$ cat src/doodlePkg.sv
// ------------------------------------------------------------
// screen coordinates are 10 bits and platform coordinates 9 bits
// platform Y wraps modulo 512; colour triples are ordered R, G, B
// ------------------------------------------------------------
package doodlePkg;

    typedef logic [9:0] coordT;
    typedef logic [8:0] platCoordT;
    typedef logic [7:0] colorT;

    typedef enum logic [1:0]
    {
        MENU  = 2'd0,
        GAME  = 2'd1,
        PAUSE = 2'd2
    } gameStateT;

    // code 3 is decoded as HARD
    typedef enum logic [1:0]
    {
        EASY   = 2'd0,
        MEDIUM = 2'd1,
        HARD   = 2'd2
    } difficultyT;

    // ------------------------------------------------------------
    // field layout
    localparam int NUM_PLATS = 8;
    localparam int NUM_CANNONS = 3;
    localparam platCoordT PLAT_Y_STEP = 9'd30;
    localparam platCoordT PLAT_X_RESET = 9'd240;
    localparam platCoordT PLACE_LIMIT = 9'd400;
    localparam platCoordT PLACE_OFFSET = 9'd100;
    localparam platCoordT RNG_SEED = 9'h1A5;

    // box sizes and menu bar centres
    localparam coordT PLAT_HALF_EASY = 10'd32;
    localparam coordT PLAT_HALF_MEDIUM = 10'd16;
    localparam coordT PLAT_HALF_HARD = 10'd8;
    localparam coordT PLAT_HALF_H = 10'd4;
    localparam coordT MENU_BAR_Y = 10'd200;
    localparam coordT MENU_BAR_X_EASY = 10'd230;
    localparam coordT MENU_BAR_X_MEDIUM = 10'd330;
    localparam coordT MENU_BAR_X_HARD = 10'd430;

    // ------------------------------------------------------------
    // colours
    localparam colorT COL_DOODLE [3] = '{8'hA5, 8'hA5, 8'h25};
    localparam colorT COL_EASY [3] = '{8'h00, 8'h00, 8'hFF};
    localparam colorT COL_MEDIUM [3] = '{8'h00, 8'hFF, 8'h00};
    localparam colorT COL_HARD [3] = '{8'hFF, 8'h00, 8'h00};
    localparam colorT COL_PLAT [3] = '{8'h66, 8'hDD, 8'h11};
    localparam colorT COL_CANNON0 [3] = '{8'hFF, 8'h00, 8'h00};
    localparam colorT COL_CANNON1 [3] = '{8'hFF, 8'h33, 8'h33};
    localparam colorT COL_CANNON2 [3] = '{8'hFF, 8'h66, 8'h66};
    localparam colorT COL_MENU_BG [3] = '{8'h00, 8'h00, 8'h00};
    localparam colorT COL_GAME_BG [3] = '{8'hEE, 8'hEE, 8'hEE};

endpackage

$ cat src/platformRng.sv
// ------------------------------------------------------------
// steps once per frame in every state; period is 511 frames
// ------------------------------------------------------------
module platformRng
(
    input  logic                 frame_clk,
    input  logic                 loadplat,
    output doodlePkg::platCoordT rawX
);
    import doodlePkg::*;

    platCoordT lfsrState;

    // fibonacci form of x^9 + x^5 + 1
    always_ff @(posedge frame_clk or posedge loadplat)
    begin
        if (loadplat)
        begin
            lfsrState <= RNG_SEED;
        end
        else
        begin
            lfsrState <= {lfsrState[7:0], lfsrState[8] ^ lfsrState[4]};
        end
    end

    assign rawX = lfsrState;

    // the all-zero state would lock the generator up
    stateNonZero: assert property (
        @(posedge frame_clk) disable iff (loadplat)
        lfsrState != '0
    ) else $error("platform generator reached the zero state");

endmodule

$ cat src/platformField.sv
// ------------------------------------------------------------
// positions update one frame_clk edge after gameState is sampled
// code 3 of gameState holds like PAUSE
// ------------------------------------------------------------
module platformField
(
    input  logic                 frame_clk,
    input  logic                 loadplat,
    input  doodlePkg::gameStateT gameState,
    input  doodlePkg::platCoordT scrollY,
    input  doodlePkg::platCoordT rawX,
    output doodlePkg::platCoordT platX [doodlePkg::NUM_PLATS],
    output doodlePkg::platCoordT platY [doodlePkg::NUM_PLATS]
);
    import doodlePkg::*;

    platCoordT placedX;
    logic yClear;

    // keep new platforms away from the left edge
    always_comb
    begin
        if (rawX <= PLACE_LIMIT)
        begin
            placedX = rawX + PLACE_OFFSET;
        end
        else
        begin
            placedX = rawX;
        end
    end

    // ------------------------------------------------------------
    // position registers
    always_ff @(posedge frame_clk or posedge loadplat)
    begin
        if (loadplat)
        begin
            for (int i = 0; i < NUM_PLATS; i++)
            begin
                platX[i] <= PLAT_X_RESET;
                platY[i] <= platCoordT'(PLAT_Y_STEP * (i + 1));
            end
        end
        else
        begin
            case (gameState)
                MENU:
                begin
                    // reroll, one fresh X per frame enters at index 0
                    platX[0] <= placedX;
                    for (int i = 1; i < NUM_PLATS; i++)
                    begin
                        platX[i] <= platX[i - 1];
                    end
                    for (int i = 0; i < NUM_PLATS; i++)
                    begin
                        platY[i] <= '0;
                    end
                end
                GAME:
                begin
                    // scroll upward, wraps modulo 512
                    for (int i = 0; i < NUM_PLATS; i++)
                    begin
                        platY[i] <= platY[i] - scrollY;
                    end
                end
                default:
                begin
                end
            endcase
        end
    end

    always_comb
    begin
        yClear = 1'b1;
        for (int i = 0; i < NUM_PLATS; i++)
        begin
            yClear = yClear && (platY[i] == '0);
        end
    end

    menuClearsY: assert property (
        @(posedge frame_clk) disable iff (loadplat)
        gameState == MENU |=> yClear
    ) else $error("platform Y not cleared after a menu frame");

endmodule

$ cat src/spriteMask.sv
// ------------------------------------------------------------
// box tests are inclusive on both edges; bars only in MENU,
// field platforms only outside MENU
// ------------------------------------------------------------
module spriteMask
(
    input  doodlePkg::coordT      drawX,
    input  doodlePkg::coordT      drawY,
    input  doodlePkg::coordT      doodleX,
    input  doodlePkg::coordT      doodleY,
    input  doodlePkg::coordT      doodleSize,
    input  doodlePkg::coordT      cannonX [doodlePkg::NUM_CANNONS],
    input  doodlePkg::coordT      cannonY [doodlePkg::NUM_CANNONS],
    input  doodlePkg::coordT      cannonSize,
    input  doodlePkg::gameStateT  gameState,
    input  doodlePkg::difficultyT difficulty,
    input  doodlePkg::platCoordT  platX [doodlePkg::NUM_PLATS],
    input  doodlePkg::platCoordT  platY [doodlePkg::NUM_PLATS],
    output logic                  doodleHit,
    output logic [2:0]            barHit,
    output logic                  platHit,
    output logic [doodlePkg::NUM_CANNONS-1:0] cannonHit
);
    import doodlePkg::*;

    coordT platHalfW;
    logic [NUM_PLATS-1:0] platHitEach;
    logic inMenu;

    // signed and two bits wider, so the distance never wraps
    function automatic logic boxHit(
        input coordT px,
        input coordT py,
        input coordT cx,
        input coordT cy,
        input coordT hx,
        input coordT hy
    );
        logic signed [11:0] dx;
        logic signed [11:0] dy;
        dx = $signed({2'b00, px}) - $signed({2'b00, cx});
        dy = $signed({2'b00, py}) - $signed({2'b00, cy});
        if (dx < 0)
            dx = -dx;
        if (dy < 0)
            dy = -dy;
        return (dx <= $signed({2'b00, hx})) && (dy <= $signed({2'b00, hy}));
    endfunction

    always_comb
    begin
        case (difficulty)
            EASY:    platHalfW = PLAT_HALF_EASY;
            MEDIUM:  platHalfW = PLAT_HALF_MEDIUM;
            default: platHalfW = PLAT_HALF_HARD;
        endcase
    end

    assign inMenu = (gameState == MENU);

    assign doodleHit = boxHit(drawX, drawY, doodleX, doodleY, doodleSize, doodleSize);

    // ------------------------------------------------------------
    // difficulty selector bars
    assign barHit[0] = inMenu
        && boxHit(drawX, drawY, MENU_BAR_X_EASY, MENU_BAR_Y, platHalfW, PLAT_HALF_H);
    assign barHit[1] = inMenu
        && boxHit(drawX, drawY, MENU_BAR_X_MEDIUM, MENU_BAR_Y, platHalfW, PLAT_HALF_H);
    assign barHit[2] = inMenu
        && boxHit(drawX, drawY, MENU_BAR_X_HARD, MENU_BAR_Y, platHalfW, PLAT_HALF_H);

    // field platforms, centres widened to screen width
    always_comb
    begin
        for (int i = 0; i < NUM_PLATS; i++)
        begin
            platHitEach[i] = boxHit(drawX, drawY, {1'b0, platX[i]}, {1'b0, platY[i]},
                                    platHalfW, PLAT_HALF_H);
        end
    end

    assign platHit = !inMenu && (|platHitEach);

    always_comb
    begin
        for (int c = 0; c < NUM_CANNONS; c++)
        begin
            cannonHit[c] = boxHit(drawX, drawY, cannonX[c], cannonY[c],
                                  cannonSize, cannonSize);
        end
    end

endmodule

$ cat src/colorPriority.sv
// ------------------------------------------------------------
// fixed order: doodle, bars, platform, cannons, background
// ------------------------------------------------------------
module colorPriority
(
    input  logic                 doodleHit,
    input  logic [2:0]           barHit,
    input  logic                 platHit,
    input  logic [doodlePkg::NUM_CANNONS-1:0] cannonHit,
    input  doodlePkg::gameStateT gameState,
    output doodlePkg::colorT     red,
    output doodlePkg::colorT     green,
    output doodlePkg::colorT     blue
);
    import doodlePkg::*;

    colorT rgb [3];

    always_comb
    begin
        if (doodleHit)
            rgb = COL_DOODLE;
        else if (barHit[0])
            rgb = COL_EASY;
        else if (barHit[1])
            rgb = COL_MEDIUM;
        else if (barHit[2])
            rgb = COL_HARD;
        else if (platHit)
            rgb = COL_PLAT;
        else if (cannonHit[0])
            rgb = COL_CANNON0;
        else if (cannonHit[1])
            rgb = COL_CANNON1;
        else if (cannonHit[2])
            rgb = COL_CANNON2;
        else if (gameState == MENU)
            rgb = COL_MENU_BG;
        else
            rgb = COL_GAME_BG;
    end

    assign red = rgb[0];
    assign green = rgb[1];
    assign blue = rgb[2];

endmodule

$ cat src/doodleMapper.sv
// ------------------------------------------------------------
// colour is combinational from the draw position; platform
// positions change one frame_clk edge after the state is seen
// ------------------------------------------------------------
module doodleMapper
(
    input  logic                  frame_clk,
    input  logic                  loadplat,
    input  doodlePkg::gameStateT  gameState,
    input  doodlePkg::difficultyT difficulty,
    input  doodlePkg::platCoordT  scrollY,
    input  doodlePkg::coordT      drawX,
    input  doodlePkg::coordT      drawY,
    input  doodlePkg::coordT      doodleX,
    input  doodlePkg::coordT      doodleY,
    input  doodlePkg::coordT      doodleSize,
    input  doodlePkg::coordT      cannonX [doodlePkg::NUM_CANNONS],
    input  doodlePkg::coordT      cannonY [doodlePkg::NUM_CANNONS],
    input  doodlePkg::coordT      cannonSize,
    output doodlePkg::colorT      red,
    output doodlePkg::colorT      green,
    output doodlePkg::colorT      blue,
    output doodlePkg::platCoordT  platX [doodlePkg::NUM_PLATS],
    output doodlePkg::platCoordT  platY [doodlePkg::NUM_PLATS]
);
    import doodlePkg::*;

    platCoordT rawX;
    logic doodleHit;
    logic [2:0] barHit;
    logic platHit;
    logic [NUM_CANNONS-1:0] cannonHit;

    platformRng platformRng_i
    (
        .frame_clk (frame_clk),
        .loadplat  (loadplat),
        .rawX      (rawX)
    );

    platformField platformField_i
    (
        .frame_clk (frame_clk),
        .loadplat  (loadplat),
        .gameState (gameState),
        .scrollY   (scrollY),
        .rawX      (rawX),
        .platX     (platX),
        .platY     (platY)
    );

    spriteMask spriteMask_i
    (
        .drawX      (drawX),
        .drawY      (drawY),
        .doodleX    (doodleX),
        .doodleY    (doodleY),
        .doodleSize (doodleSize),
        .cannonX    (cannonX),
        .cannonY    (cannonY),
        .cannonSize (cannonSize),
        .gameState  (gameState),
        .difficulty (difficulty),
        .platX      (platX),
        .platY      (platY),
        .doodleHit  (doodleHit),
        .barHit     (barHit),
        .platHit    (platHit),
        .cannonHit  (cannonHit)
    );

    colorPriority colorPriority_i
    (
        .doodleHit (doodleHit),
        .barHit    (barHit),
        .platHit   (platHit),
        .cannonHit (cannonHit),
        .gameState (gameState),
        .red       (red),
        .green     (green),
        .blue      (blue)
    );

endmodule

$ cat config.mk
export PLATFORM = sky130hd
export DESIGN_NAME = doodleMapper
export DESIGN_NICKNAME = d
export VERILOG_FILES = /design/src/doodlePkg.sv /design/src/platformRng.sv /design/src/platformField.sv /design/src/spriteMask.sv /design/src/colorPriority.sv /design/src/doodleMapper.sv
export SDC_FILE = /design/constraint.sdc
export NUM_CORES = 1
export LEC_CHECK = 0
export BUFFER_PORTS_ARGS = -buffer_cell sky130_fd_sc_hd__buf_2
export CORE_ASPECT_RATIO = 1.4
export CORE_MARGIN = 10
export CORE_UTILIZATION = 60
export DETAILED_ROUTE_END_ITERATION = 12
export PLACE_DENSITY = 0.81
export RECOVER_POWER = 50
export SYNTH_ARGS = -nofsm -noshare
export SYNTH_HDL_FRONTEND = slang
export SYNTH_SLANG_ARGS = --single-unit
$ cat constraint.sdc
create_clock -name frame_clk -period 19.6 [get_ports frame_clk]
set_clock_uncertainty 0.1 [all_clocks]
set_input_delay 3.92 -clock frame_clk [delete_from_list [all_inputs] [get_ports frame_clk]]
set_output_delay 3.92 -clock frame_clk [all_outputs]
set_load 0.01 [all_outputs]
==> results.toml <==
[floorplan]
core_region_area_um2 = 45240
rows = 92
initial_core_util_pct = 60.95
pin_count = 303
die_y_um = 273.6
dieArea_um2 = 55050
die_w_um = 201.2

[synth]
syn_nets = 4219
synthTopCellsByCount = "ha_1, inv_1, nand2_1"
synthArstFlopShare_pct = 100.0
avgSynthCellArea_um2 = 7.585
synth_ff_type = "dfrtp_1"
ys_ff_latch = 153
yosysSeqAreaShare_pct = 14.20
synthDominantCellAreaShare_pct = 18.92
post-synth-top-count-cell = "ha_1"
yosys.cell_types.count = 88
synth_area_leaders = "ha_1, dfrtp_1, dfstp_2, xnor2_1, inv_1"
synth_warnings = 0
synth_area_um2 = 27570
synth_edf_count = 0
synthCells = 3635
yosysTopAreaCell = "ha_1"

[sta]
hold_viol = 0
relSlewSlack_pct = -212.7
tns_ns = 0
tightest_slew_ns = 4.665
setup_viol_count_final = 0
slew_violations = 317
hold_slack_ns = 0.3196
post-route-min-period_ns = 14.62
rsz0062_at_grt = "false"
fmax_mhz = 68.41
period_share_pct = 74.58

[clock_network]
clk_pin_slew_ns = 0.07
cts_buffers = 17
post_cts_buffers = 0
holdBufCountCts = 0
cts_root_buffer = "clkbuf_16"
cts_resized = 0
h-tree-depth = 4
cts.sinks = 153
clockBufferDepth = 2
cts_tree = "built"
clock_latency_ns = 0.46

[pwr]
vdd_drop_max_mv = 0.08121
switching_power_mw = 1.418
sequentialPowerShare_pct = 16.9
cellLeakagePower_nw = 14.00
p_per_area_nw_per_um2 = 94.66
p_int_mw = 1.446
pwr-share-comb_pct = 71.2
switching_share_pct = 49.51
pwr-share-clk_pct = 11.9

[worst_setup_path]
cp.required_ns = 15.58
crit_type = "input port to output pin"
worst-path-buf-inv = 3
cp_slowest_stage_delay_ns = 0.76
critPathTopFamily = "compound AO/OA/AOI/OAI gates"
crit_arrival_ns = 10.60
slowest_stage = "a2111oi_0"
path_cells = "buf_2 > buf_4 > fa_1 > a21o_1 > a211o_1 > a2111o_1 > a311oi_1 > o21ai_0 > xnor2_1 > ha_1 > nor2b_1 > o21a_1 > o22ai_1 > o2111ai_1 > or4_1 > a2111oi_0 > a311oi_2 > a41oi_2 > or2_1 > o21a_1 > buf_2"
critPathLaunchType = "input port"
end_kind = "output pin"
crit_path_max_fanout = 34

[worst_hold_path]
worst_hold_path_type = "flop to flop"

[layout]
area_delta_synth_final_pct = 9.734
layout-drive-gt1-share_pct = 10.86
layout.nets = 4495
final_cells = 4537
final_core_util_pct = 66.88
final_area_um2 = 30260
fillers = 3997

[job]
max_cap_violations = 6

[place]
placedInstanceArea_um2 = 29780
dp_hpwl_um = 68400
port_buffers = 302
place.gp.congestion = 1.001
placedCellCount = 4503

[run_status]
violations = "capacitance limit, slew limit"
outcome = "finished, violations left"

[global_routing]
grt_overflow = 0
grt_pass1_vias = 26360
grt_max_degree = 106
antenna_found_initial = 3
grt_usage_pct = 30.35
grt_first_pass_wirelength_um = 136700

[detailed_routing]
wl_per_cell_um = 19.28
routed_wl_um = 87490
dr.pass1.iters = 8
antenna_left = 0
vias = 28020
route.detailed.vias_per_inst = 6.175
drc_errors = 0
drtIter0Drc = 1866
==> power groups by stage <==
| stage | registers [mW] | logic [mW] | clock network, mW |
|---|---|---|---|
| finish | 0.485 | 2.04 | 0.340 |
| global route | 0.495 | 2.28 | 0.354 |
| CTS | 0.482 | 2.02 | 0.343 |
| detailed placement | 0.487 | 2.01 | 0 |
| global placement | 0.484 | 1.97 | 0 |
| floorplan | 0.490 | 1.51 | 0 |
==> sequential cells by signal, summed over array words and instances, names as in the netlist <==
signal                 cells
platformField_i.platX     72
platformRng_i.rawX         9
platformField_i.platY     72
==> stage by stage <==
step | power (mW) | setup slack (ns)
floorplan | 1.999 | 6.440
global placement | 2.453 | 5.342
detailed placement | 2.494 | 5.107
CTS | 2.849 | 5.004
global route | 3.125 | 4.537
finish | 2.864 | 4.983
==> area by class of cell <==
class / instances / area (um2) / share of cell area (%)
Antenna cell: 2 / 5.005 / 0.01654
Clock buffer: 21 / 470.5 / 1.555
Clock inverter: 11 / 110.1 / 0.3639
Inverter: 378 / 1420 / 4.694
Multi-Input combinational cell: 3031 / 21960 / 72.57
Sequential cell: 153 / 3915 / 12.94
Tap cell: 611 / 764.5 / 2.527
Timing Repair Buffer: 330 / 1615 / 5.339
==> worst register-to-register path, stage by stage, from the launching register on <==
cell	delay, ns
dfrtp_1	0.46
inv_1	0.09
ha_1	0.15
inv_1	0.07
fa_1	0.42
a21o_1	0.19
a21o_1	0.19
a21o_1	0.18
a21oi_1	0.21
o21bai_1	0.08
a21oi_1	0.18
xnor2_1	0.16
a21oi_1	0.09
o22ai_1	0.21
==> per-layer routing <==
layer | GRT usage (%) | share of wire [%]
met5 | 0 | 0.024
met4 | 17.70 | 5.8
met3 | 3.991 | 7.1
met2 | 51.02 | 46
met1 | 36.64 | 41
==> layout by cell type (no fill, tap or decap), types with 30 or more instances in the layout <==
cell      count
ha_1        417
nor3_1       76
xnor2_1     204
inv_1       376
nand2b_1     42
xor2_1       94
or3_1        30
buf_2       229
a21oi_1     221
dfstp_2      64
and3_1       32
nor2b_1      74
nand4_1      30
a21o_1      121
a211oi_1     30
fa_1         32
dfrtp_1      84
nor2_1      258
nand2_1     329
o21ai_0     277
o211ai_1     31
o21a_1       83
clkbuf_1     78
a31oi_1      40
nand3_1      69
==> final timing paths <==
kind	from	to	slack, ns	depth (start not counted)
max	drawX[1]	green[6]	4.98	21
min	platformRng_i.rawX[1]	platformRng_i.rawX[2]	0.32	0
max reg2reg	platformField_i.platY[36]	platformField_i.platY[44]	16.74	13
min reg2reg	platformRng_i.rawX[1]	platformRng_i.rawX[2]	0.32	0
max in group asynchronous	loadplat	platformField_i.platY[19]	10.84	3
min in group asynchronous	loadplat	platformField_i.platY[63]	4.75	2
==> logic make-up (layout without fill, tap and decap cells) <==
family	count (synthesis)	count (layout)	share of synthesized area [%]
compound gates	1142	1142	27.70
xor+xnor	299	299	9.548
fa+ha+maj	449	449	21.25
buf+inv	451	740	6.199
flops	153	153	14.20
mux	37	37	1.389
other cells	0	2	0
simple gates	1104	1104	19.72
Note: power is estimated with default switching activity, not from simulation.
